<file path="config.mk">
export PLATFORM = sky130hd
export DESIGN_NAME = cpu
export DESIGN_NICKNAME = d
export VERILOG_FILES = /design/src/core.sv /design/src/stream_if.sv /design/src/fetch.sv /design/src/regfile.sv /design/src/decode.sv /design/src/execute.sv /design/src/writeback.sv /design/src/cpu.sv
export VERILOG_INCLUDE_DIRS = /design/src
export SDC_FILE = /design/constraint.sdc
export NUM_CORES = 2
export LEC_CHECK = 0
export BUFFER_PORTS_ARGS = -buffer_cell sky130_fd_sc_hd__clkbuf_2
export CAP_MARGIN = 20
export CORE_ASPECT_RATIO = 0.75
export CORE_MARGIN = 2
export CORE_UTILIZATION = 40
export CTS_BUF_LIST = sky130_fd_sc_hd__clkbuf_16
export CTS_CLUSTER_SIZE = 14
export DETAILED_ROUTE_END_ITERATION = 10
export GPL_TIMING_DRIVEN = 0
export MAX_ROUTING_LAYER = met4
export PLACE_DENSITY = 0.56
export REMOVE_ABC_BUFFERS = 1
export SLEW_MARGIN = 40
export SYNTH_ARGS = -nofsm -noshare
export SYNTH_HDL_FRONTEND = slang
export SYNTH_SLANG_ARGS = --single-unit
</file>
<file path="constraint.sdc">
create_clock -name clk -period 4.4 [get_ports clk]
set_clock_uncertainty 0.2 [all_clocks]
set_input_delay 0.66 -clock clk [delete_from_list [all_inputs] [get_ports clk]]
set_output_delay 0.66 -clock clk [all_outputs]
set_load 0.1 [all_outputs]
</file>
<file path="src/core_cfg.svh">
// Build-time sizes of the core, shared by the package and the RTL.
// Include it wherever a width or a memory depth is needed.
`ifndef CORE_CFG_SVH
`define CORE_CFG_SVH

// data and instruction word width
`define WORD_BITS  32

// architectural registers, x0 included
`define REG_COUNT  32

// instruction memory words, sets the pc width
`define IMEM_DEPTH 64

`endif

</file>
<file path="src/core.sv">
// Types shared by all stages of the core: data words, register and pc
// indices, ALU operations, instruction field views and stage packets.
`include "core_cfg.svh"

package core;

    typedef logic [`WORD_BITS-1:0]          word_t;
    typedef logic [$clog2(`REG_COUNT)-1:0]  addr_t;
    typedef logic [$clog2(`IMEM_DEPTH)-1:0] pc_t;   // word index, not bytes

    typedef enum logic [6:0] {
        OPC_OP     = 7'b0110011, // register-register alu
        OPC_OPIMM  = 7'b0010011, // alu with 12-bit immediate
        OPC_LUI    = 7'b0110111,
        OPC_BRANCH = 7'b1100011, // beq, bne
        OPC_JAL    = 7'b1101111
    } opcode_t;

    typedef enum logic [3:0] {
        OP_ADD,
        OP_SUB,
        OP_AND,
        OP_OR,
        OP_XOR,
        OP_SLT,
        OP_SLL,
        OP_SRL,
        OP_PASS_B    // lui and jal, b goes straight through
    } op_t;

    typedef enum logic [1:0] {
        BR_NONE,
        BR_EQ,
        BR_NE,
        BR_JAL
    } br_t;

    // one instruction word, read by field layout
    typedef union packed {
        struct packed {
            logic [6:0] funct7;
            addr_t      rs2;
            addr_t      rs1;
            logic [2:0] funct3;
            addr_t      rd;
            opcode_t    opcode;
        } r;
        struct packed {
            logic [11:0] imm;
            addr_t       rs1;
            logic [2:0]  funct3;
            addr_t       rd;
            opcode_t     opcode;
        } i;
        struct packed {
            logic       imm_12;   // sign
            logic [5:0] imm_10_5;
            addr_t      rs2;
            addr_t      rs1;
            logic [2:0] funct3;
            logic [3:0] imm_4_1;
            logic       imm_11;
            opcode_t    opcode;
        } b;
        struct packed {
            logic       imm_20;   // sign
            logic [9:0] imm_10_1;
            logic       imm_11;
            logic [7:0] imm_19_12;
            addr_t      rd;
            opcode_t    opcode;
        } j;
        struct packed {
            logic [19:0] imm;     // upper 20 bits of the word
            addr_t       rd;
            opcode_t     opcode;
        } u;
    } inst_t;

    typedef struct packed {
        pc_t   pc;
        inst_t inst;
    } id_t;

    typedef struct packed {
        pc_t   pc;
        addr_t rd;      // zero when we is low
        op_t   op;
        word_t a;
        word_t b;
        br_t   br;
        pc_t   offset;  // branch or jump distance in words
        logic  we;
    } ex_t;

    typedef struct packed {
        pc_t   pc;
        addr_t rd;
        logic  we;
        word_t data;    // zero for records that write nothing
    } wb_t;

endpackage

</file>
<file path="src/stream_if.sv">
// Valid/ready stream between two pipeline stages, one packet per beat.
// A beat moves on a clock edge with valid and ready both high.
`timescale 1ns/1ps

interface stream_if #(
    parameter int WIDTH = 32
);
    logic             valid;
    logic             ready;
    logic [WIDTH-1:0] data;   // held steady while valid and not ready

    modport source (
        output valid,
        output data,
        input  ready
    );

    modport sink (
        input  valid,
        input  data,
        output ready
    );

    modport monitor (    // observe only, e.g. for bypass
        input valid,
        input ready,
        input data
    );
endinterface

</file>
<file path="src/fetch.sv">
// Fetch stage. Holds the instruction memory, loaded through the program
// port during reset, and streams pc and instruction words to decode.
`timescale 1ns/1ps
`include "core_cfg.svh"

module fetch
    import core::*;
(
    input  logic     clk,
    input  logic     arst_n,
    input  logic     prog_we,
    input  pc_t      prog_addr,
    input  word_t    prog_data,
    input  logic     branch,
    input  pc_t      target,
    stream_if.source sink
);
    word_t imem [`IMEM_DEPTH];
    pc_t   pc;      // next word to fetch
    logic  valid;
    id_t   id;
    logic  load;

    // program port only open while the core is held in reset
    always_ff @(posedge clk) begin
        if (!arst_n && prog_we) begin
            imem[prog_addr] <= prog_data;
        end
    end

    assign load = ~valid | sink.ready; // output empty or taken this edge

    always_ff @(posedge clk or negedge arst_n) begin
        if (!arst_n) begin
            pc    <= '0;
            valid <= 1'b0;
        end else if (branch) begin
            pc    <= target;   // redirect
            valid <= 1'b0;     // wrong-path word never leaves
        end else if (load) begin
            pc    <= pc + 1'b1;
            valid <= 1'b1;
        end
    end

    always_ff @(posedge clk) begin
        if (load) begin
            id.pc   <= pc;
            id.inst <= imem[pc];
        end
    end

    assign sink.valid = valid;
    assign sink.data  = id;
endmodule

</file>
<file path="src/regfile.sv">
// Register file, 32 words with x0 fixed at zero. Two combinational read
// ports see a write in the same cycle.
`timescale 1ns/1ps
`include "core_cfg.svh"

module regfile
    import core::*;
(
    input  logic  clk,
    input  addr_t rs1_addr,
    input  addr_t rs2_addr,
    output word_t rs1_data,
    output word_t rs2_data,
    input  logic  rd_en,
    input  addr_t rd_addr,
    input  word_t rd_data
);
    word_t regs [`REG_COUNT];

    function automatic word_t read_port(addr_t addr);
        if (addr == '0) begin
            return '0;
        end
        if (rd_en && rd_addr == addr) begin
            return rd_data;   // write-through
        end
        return regs[addr];
    endfunction

    always_comb begin
        rs1_data = read_port(rs1_addr);
        rs2_data = read_port(rs2_addr);
    end

    always_ff @(posedge clk) begin
        if (rd_en && rd_addr != '0) begin   // x0 drops writes
            regs[rd_addr] <= rd_data;
        end
    end
endmodule

</file>
<file path="src/decode.sv">
// Decode stage. Splits the instruction into fields, builds the immediate,
// picks forwarded or register operands and registers the execute packet.
`timescale 1ns/1ps

module decode
    import core::*;
(
    input  logic      clk,
    input  logic      arst_n,
    input  logic      branch,
    input  word_t     alu_data,
    output addr_t     rs1_addr,
    output addr_t     rs2_addr,
    input  word_t     rs1_data,
    input  word_t     rs2_data,
    stream_if.sink    source,
    stream_if.monitor wb_mon,
    stream_if.source  sink
);
    id_t   id;
    inst_t inst;
    wb_t   wb;
    logic  wb_valid;
    ex_t   ex_d;
    ex_t   ex_q;
    logic  ex_valid;
    word_t imm_i;
    word_t imm_b;
    word_t imm_j;
    word_t imm_u;
    word_t rs1_val;
    word_t rs2_val;

    assign id       = id_t'(source.data);
    assign inst     = id.inst;
    assign wb       = wb_t'(wb_mon.data);
    assign wb_valid = wb_mon.valid;

    assign rs1_addr = inst.r.rs1;   // same bit positions in every format
    assign rs2_addr = inst.r.rs2;

    // sign always from bit 31
    assign imm_i = {{20{inst.i.imm[11]}}, inst.i.imm};
    assign imm_b = {{20{inst.b.imm_12}}, inst.b.imm_11, inst.b.imm_10_5,
                    inst.b.imm_4_1, 1'b0};
    assign imm_j = {{12{inst.j.imm_20}}, inst.j.imm_19_12, inst.j.imm_11,
                    inst.j.imm_10_1, 1'b0};
    assign imm_u = {inst.u.imm, 12'b0};

    // youngest producer wins, we is never set for x0
    function automatic word_t pick_operand(addr_t rs, word_t rf_data);
        if (ex_valid && ex_q.we && ex_q.rd == rs) begin
            return alu_data;    // still in execute
        end
        if (wb_valid && wb.we && wb.rd == rs) begin
            return wb.data;     // leaving writeback
        end
        return rf_data;
    endfunction

    always_comb begin
        rs1_val = pick_operand(rs1_addr, rs1_data);
        rs2_val = pick_operand(rs2_addr, rs2_data);
    end

    always_comb begin
        ex_d.pc     = id.pc;
        ex_d.rd     = inst.r.rd;
        ex_d.op     = OP_PASS_B;
        ex_d.a      = rs1_val;
        ex_d.b      = rs2_val;
        ex_d.br     = BR_NONE;
        ex_d.offset = pc_t'(imm_b >> 2);   // bytes to words
        ex_d.we     = 1'b0;
        case (inst.r.opcode)
            OPC_OP: begin
                ex_d.we = (inst.r.funct7 == 7'b0000000) ||
                          (inst.r.funct7 == 7'b0100000 && inst.r.funct3 == 3'b000);
                case (inst.r.funct3)
                    3'b000:  ex_d.op = inst.r.funct7[5] ? OP_SUB : OP_ADD;
                    3'b001:  ex_d.op = OP_SLL;
                    3'b010:  ex_d.op = OP_SLT;
                    3'b100:  ex_d.op = OP_XOR;
                    3'b101:  ex_d.op = OP_SRL;
                    3'b110:  ex_d.op = OP_OR;
                    3'b111:  ex_d.op = OP_AND;
                    default: ex_d.we = 1'b0;   // sltu
                endcase
            end
            OPC_OPIMM: begin
                ex_d.b  = imm_i;
                ex_d.we = 1'b1;
                case (inst.i.funct3)
                    3'b000:  ex_d.op = OP_ADD;
                    3'b010:  ex_d.op = OP_SLT;
                    3'b100:  ex_d.op = OP_XOR;
                    3'b110:  ex_d.op = OP_OR;
                    3'b111:  ex_d.op = OP_AND;
                    default: ex_d.we = 1'b0;   // shift immediates, sltiu
                endcase
            end
            OPC_LUI: begin
                ex_d.b  = imm_u;
                ex_d.we = 1'b1;
            end
            OPC_BRANCH: begin
                case (inst.b.funct3)
                    3'b000:  ex_d.br = BR_EQ;
                    3'b001:  ex_d.br = BR_NE;
                    default: ex_d.br = BR_NONE; // other compares fall through
                endcase
            end
            OPC_JAL: begin
                ex_d.br     = BR_JAL;
                ex_d.offset = pc_t'(imm_j >> 2);
                ex_d.we     = 1'b1;            // link value
            end
            default: ex_d.we = 1'b0;           // outside the subset
        endcase
        if (ex_d.rd == '0) begin
            ex_d.we = 1'b0;
        end
        if (!ex_d.we) begin
            ex_d.rd = '0;   // non-writing records report rd zero
        end
    end

    assign source.ready = ~ex_valid | sink.ready;

    always_ff @(posedge clk or negedge arst_n) begin
        if (!arst_n) begin
            ex_valid <= 1'b0;
        end else if (branch) begin
            ex_valid <= 1'b0;       // younger packet squashed
        end else if (source.ready) begin
            ex_valid <= source.valid;
        end
    end

    always_ff @(posedge clk) begin
        if (source.valid && source.ready) begin
            ex_q <= ex_d;
        end
    end

    assign sink.valid = ex_valid;
    assign sink.data  = ex_q;
endmodule

</file>
<file path="src/execute.sv">
// Execute stage. Runs the ALU, resolves BEQ, BNE and JAL and redirects
// fetch on a taken one. The result also feeds back to decode as a bypass.
`timescale 1ns/1ps

module execute
    import core::*;
(
    input  logic     clk,
    input  logic     arst_n,
    output logic     branch,
    output pc_t      target,
    output word_t    alu_data,
    stream_if.sink   source,
    stream_if.source sink
);
    ex_t   ex;
    wb_t   wb_d;
    wb_t   wb_q;
    logic  wb_valid;
    logic  taken;
    word_t result;
    word_t link;

    assign ex = ex_t'(source.data);
    assign source.ready = ~wb_valid | sink.ready;

    always_comb begin
        case (ex.op)
            OP_ADD:  result = ex.a + ex.b;
            OP_SUB:  result = ex.a - ex.b;
            OP_AND:  result = ex.a & ex.b;
            OP_OR:   result = ex.a | ex.b;
            OP_XOR:  result = ex.a ^ ex.b;
            OP_SLT:  result = word_t'($signed(ex.a) < $signed(ex.b));
            OP_SLL:  result = ex.a << ex.b[4:0];
            OP_SRL:  result = ex.a >> ex.b[4:0];
            default: result = ex.b;    // pass b
        endcase
    end

    // byte address of the next word
    assign link     = (word_t'(ex.pc) + word_t'(1)) << 2;
    assign alu_data = (ex.br == BR_JAL) ? link : result;

    always_comb begin
        case (ex.br)
            BR_EQ:   taken = (ex.a == ex.b);
            BR_NE:   taken = (ex.a != ex.b);
            BR_JAL:  taken = 1'b1;
            default: taken = 1'b0;
        endcase
    end

    // one pulse as the branch moves on, next cycle has no valid input
    assign branch = source.valid & source.ready & taken;
    assign target = ex.pc + ex.offset;

    always_comb begin
        wb_d.pc   = ex.pc;
        wb_d.rd   = ex.rd;
        wb_d.we   = ex.we;
        wb_d.data = ex.we ? alu_data : '0;
    end

    always_ff @(posedge clk or negedge arst_n) begin
        if (!arst_n) begin
            wb_valid <= 1'b0;
        end else if (source.ready) begin
            wb_valid <= source.valid;
        end
    end

    always_ff @(posedge clk) begin
        if (source.valid && source.ready) begin
            wb_q <= wb_d;
        end
    end

    assign sink.valid = wb_valid;
    assign sink.data  = wb_q;
endmodule

</file>
<file path="src/writeback.sv">
// Writeback stage. Always ready; each accepted packet becomes a register
// write plus a retire record, and bumps the retire counter.
`timescale 1ns/1ps

module writeback
    import core::*;
(
    input  logic   clk,
    input  logic   arst_n,
    stream_if.sink source,
    output logic   rd_en,
    output addr_t  rd_addr,
    output word_t  rd_data,
    output logic   retire_valid,
    output pc_t    retire_pc,
    output addr_t  retire_rd,
    output logic   retire_we,
    output word_t  retire_data,
    output word_t  retire_count
);
    wb_t wb;

    assign wb           = wb_t'(source.data);
    assign source.ready = 1'b1;           // never back-pressures
    assign retire_valid = source.valid & source.ready;

    assign rd_en   = retire_valid & wb.we;
    assign rd_addr = wb.rd;
    assign rd_data = wb.data;

    assign retire_pc   = wb.pc;
    assign retire_rd   = wb.rd;
    assign retire_we   = wb.we;
    assign retire_data = wb.data;

    always_ff @(posedge clk or negedge arst_n) begin
        if (!arst_n) begin
            retire_count <= '0;
        end else if (retire_valid) begin
            retire_count <= retire_count + 1'b1;   // instructions retired so far
        end
    end
endmodule

</file>
<file path="src/cpu.sv">
// Top level of the core. Fetch, decode, execute and writeback pass packets
// over valid/ready streams; one retire record comes out per instruction.
`timescale 1ns/1ps

module cpu
    import core::*;
(
    input  logic  clk,
    input  logic  arst_n,
    input  logic  prog_we,
    input  pc_t   prog_addr,
    input  word_t prog_data,
    output logic  retire_valid,
    output pc_t   retire_pc,
    output addr_t retire_rd,
    output logic  retire_we,
    output word_t retire_data,
    output word_t retire_count
);
    stream_if #(.WIDTH($bits(id_t))) id ();   // fetch to decode
    stream_if #(.WIDTH($bits(ex_t))) ex ();   // decode to execute
    stream_if #(.WIDTH($bits(wb_t))) wb ();   // execute to writeback

    logic  branch;     // taken branch or jal, from execute
    pc_t   target;
    word_t alu_data;   // execute bypass
    addr_t rs1_addr;
    addr_t rs2_addr;
    word_t rs1_data;
    word_t rs2_data;
    logic  rd_en;
    addr_t rd_addr;
    word_t rd_data;

    fetch fetch (
        .*,
        .sink(id)
    );

    regfile regfile (.*);

    decode decode (
        .*,
        .source(id),
        .wb_mon(wb),    // second bypass taps the writeback stream
        .sink(ex)
    );

    execute execute (
        .*,
        .source(ex),
        .sink(wb)
    );

    writeback writeback (
        .*,
        .source(wb)
    );
endmodule

</file>
==> metrics.csv <==
stage,metric,value,unit
status,outcome,"complete, no violations",
grt,grt_pass1_vias,78100,
placed_design,place_hpwl,311000,um
detailed_routing,num_vias,79300,
pwr,switchingPower,42.4,mW
logic_synthesis,synth-xor-area-share,0.00453,
detailed_routing,drt_iter0_drc,11600,
sta,hold_viol,0,
grt,grt-ovfl-total,0,
floorplan,initial_core_util,0.401,
pwr,share_comb_of_total_power,0.427,
logic_synthesis,ys_seq_elements,3283,
sta,relSlewSlack,0.385,
detailed_routing,drtAntennaViolNets,0,
logic_synthesis,synth_top_family_by_area,multiplexers,
cells_and_area,layoutNonFillerInstCount,12800,
grt,grt_use_total,0.248,
detailed_routing,drc,0,
logic_synthesis,synthCells,7073,
pwr,intPower,73.8,mW
floorplan,die_area,363000,um^2
logic_synthesis,synthAdderAreaFrac,0.0102,
pwr,cellLeakagePower,55.3,nW
logic_synthesis,synth_compound_area_frac,0.0315,
pwr,ir_worst_vdd,0.404,mV
pwr,total_power,116,mW
cells_and_area,final_common_cell,edfxtp_1,
worst_setup_path,worstPathArrival,4830,ps
logic_synthesis,synthTopCellsByArea,"edfxtp_1, mux4_2, ha_1",
pwr,pwr-share-seq,0.332,
grt,antenna_found_initial,43,
worst_setup_path,end_kind,register,
flow_run,cap_violations,0,
grt,grt_max_degree,65,
grt,grt_pass1_wl,619000,um
floorplan,ios,118,
logic_synthesis,synth.avg_cell_area,20.2,um^2
worst_setup_path,worstSetupStartpointType,register,
sta,holdWs,87.9,ps
sta,fin_crit,4360,ps
pwr,power_density,679,nW/um^2
logic_synthesis,synthSimpleGateAreaFrac,0.0271,
clocking,root_buffer,clkbuf_16,
clocking,cts_max_level,5,
logic_synthesis,ys_seq_area_frac,0.684,
logic_synthesis,synthMuxAreaShare,0.226,
clocking,clock_sinks,3283,
clocking,cts_tree,yes,
floorplan,die_y,522,um
placed_design,dp_cells,12100,
clocking,cts_buffer_depth,4,
placed_design,place_congestion,0.996,
logic_synthesis,yosysTopAreaCellShare,0.672,
cells_and_area,final_cell_mix,"edfxtp_1, mux4_2, clkbuf_16, nor2_1, a21oi_1",
detailed_routing,drt_wl_total,442000,um
pwr,pwr-share-clk,0.241,
worst_setup_path,critPathMaxFanout,11,
logic_synthesis,syn_area,143000,um^2
detailed_routing,firstDrtPassIters,6,
logic_synthesis,synth_edf_count,3204,
floorplan,die_w,695,um
worst_setup_path,r2r_cells,14,
detailed_routing,vias_per_cell,6.21,
cells_and_area,layout-drive-gt1-share,0.356,
sta,worst_pin_slew,919,ps
sta,tns,0,ps
sta,finalSetupViolCount,0,
worst_setup_path,crit_required,4870,ps
logic_synthesis,ys_warn_count,0,
worst_hold_path,hold_class,input port to async pin,
pwr,switching_share,0.365,
logic_synthesis,yosys_most_used_dff,edfxtp_1,
floorplan,core-area,357000,um^2
sta,max_freq,229,MHz
placed_design,io_buffers,117,
clocking,clkLatencyLatePin,990,ps
logic_synthesis,synth_top_cell_by_area,edfxtp_1,
clocking,cts_buffers,333,
worst_setup_path,critPathKind,register to register,
cells_and_area,post-route-util,0.480,
cells_and_area,area_growth,19.6,%
sta,finalMaxSlewViolations,0,
logic_synthesis,yosysUniqueCellTypes,87,
cells_and_area,final_nets,7826,
logic_synthesis,ys_async_sr_fraction,0.0125,
detailed_routing,wl_per_cell,34.6,um
floorplan,rows,190,
clocking,clk_pin_slew,60,ps
sta,min_period_over_period,0.991,
[final timing paths]
| path | startpoint | to | slack (ps) |
|---|---|---|---|
| setup reg to reg | decode.sink.data[9] | decode.sink.data[69] | 40 |
| hold reg to reg | fetch.sink.data[33] | decode.sink.data[83] | 200 |
| max in group asynchronous | arst_n | writeback.retire_count[27] | 3400 |
| min in group clk | prog_data[23] | fetch.imem[42][23] | 180 |
| setup / recovery | decode.sink.data[9] | decode.sink.data[69] | 40 |
| hold / removal | arst_n | writeback.retire_count[16] | 90 |
[flip-flops by register name, indices dropped and copies added (netlist names)]
name	count
fetch.pc	6
writeback.retire_count	32
decode.sink.data	88
fetch.sink.data	38
fetch.imem	2048
execute.sink.data	44
decode.sink.valid	1
regfile.regs	1024
execute.sink.valid	1
fetch.sink.valid	1
[metal layers]
metal | vias up | track usage | wire length, um
li1 | 31400 | - | -
met2 | 4035 | 0.350 | 194000
met5 | - | - | 0
met3 | 618 | 0.0472 | 42000
met1 | 43200 | 0.375 | 195000
met4 | 0 | 0.0572 | 11100
[per-stage QoR]
stage / cell area (um^2) / worst slack (ps)
3_5_place_dp: 159000 / -1050
4_1_cts: 171000 / 1.68
5_1_grt: 171000 / -28.6
3_3_place_gp: 148000 / -27670
6_report: 171000 / 39.9
2_1_floorplan: 141000 / -16800
[critical path, cell delays in order, from the launching register on]
cell and delay, ps:
edfxtp_1 390, buf_6 180, buf_6 200, buf_6 200, buf_8 160, mux4_2 560, mux2i_2 390, mux2i_2 240
a2111oi_4 510, o211ai_1 180, a21o_1 220, o32ai_2 190, a21oi_4 100, buf_12 180, o21a_1 190
[power groups by stage]
stage	Clock (mW)	Sequential (mW)	Combinational, mW
after CTS	28.5	38.8	48.4
after global placement	0	43.5	28.4
final	28.0	38.6	49.6
after detailed placement	0	39.8	46.9
after floorplan	0	42.2	22.2
after global routing	29.7	38.7	51.9
[cell families after synthesis]
kind of cell,after synthesis
flip-flops,3283
XOR/XNOR,74
buffers and inverters,590
multiplexers,1502
AO/OA/AOI/OAI,686
adder cells (fa/ha/maj),115
AND/OR/NAND/NOR,822
other,1
[synth_stat cells (19+ instances only)]
master,instances
a211oi_1,35
a21o_1,20
a21oi_1,213
a221oi_1,32
a31oi_1,19
and2_1,23
and3_1,24
buf_1,100
buf_2,56
clkbuf_1,305
dfrtp_1,41
dfxtp_1,38
edfxtp_1,3204
ha_1,112
inv_1,112
mux2_2,22
mux2i_1,100
mux4_2,1380
nand2_1,166
nand3_1,53
nand4_1,30
nor2_1,338
nor3_1,45
nor4_1,25
o211ai_1,35
o21ai_0,122
o221ai_1,22
o31ai_1,25
xnor2_1,51
xor2_1,23
[layout make-up]
type	instances	area [um^2]
inverter	115	455
clock inverter	256	1970
timing repair buffer	706	11600
multi-input combinational	3231	44400
sequential	3283	98100
fill	29000	186000
tap	4800	6010
antenna	24	60.1
clock buffer	346	8660
[repair_timing]
item,CTS,global route
endpoints found under the setup margin,82,62
buffers inserted,30,21
pin swaps,10,9
gates resized for setup,74,50
hold buffers,2,0
gates cloned,6,4
endpoints found under the hold margin,41,0
No activity file was read; power rests on OpenSTA's default activity.
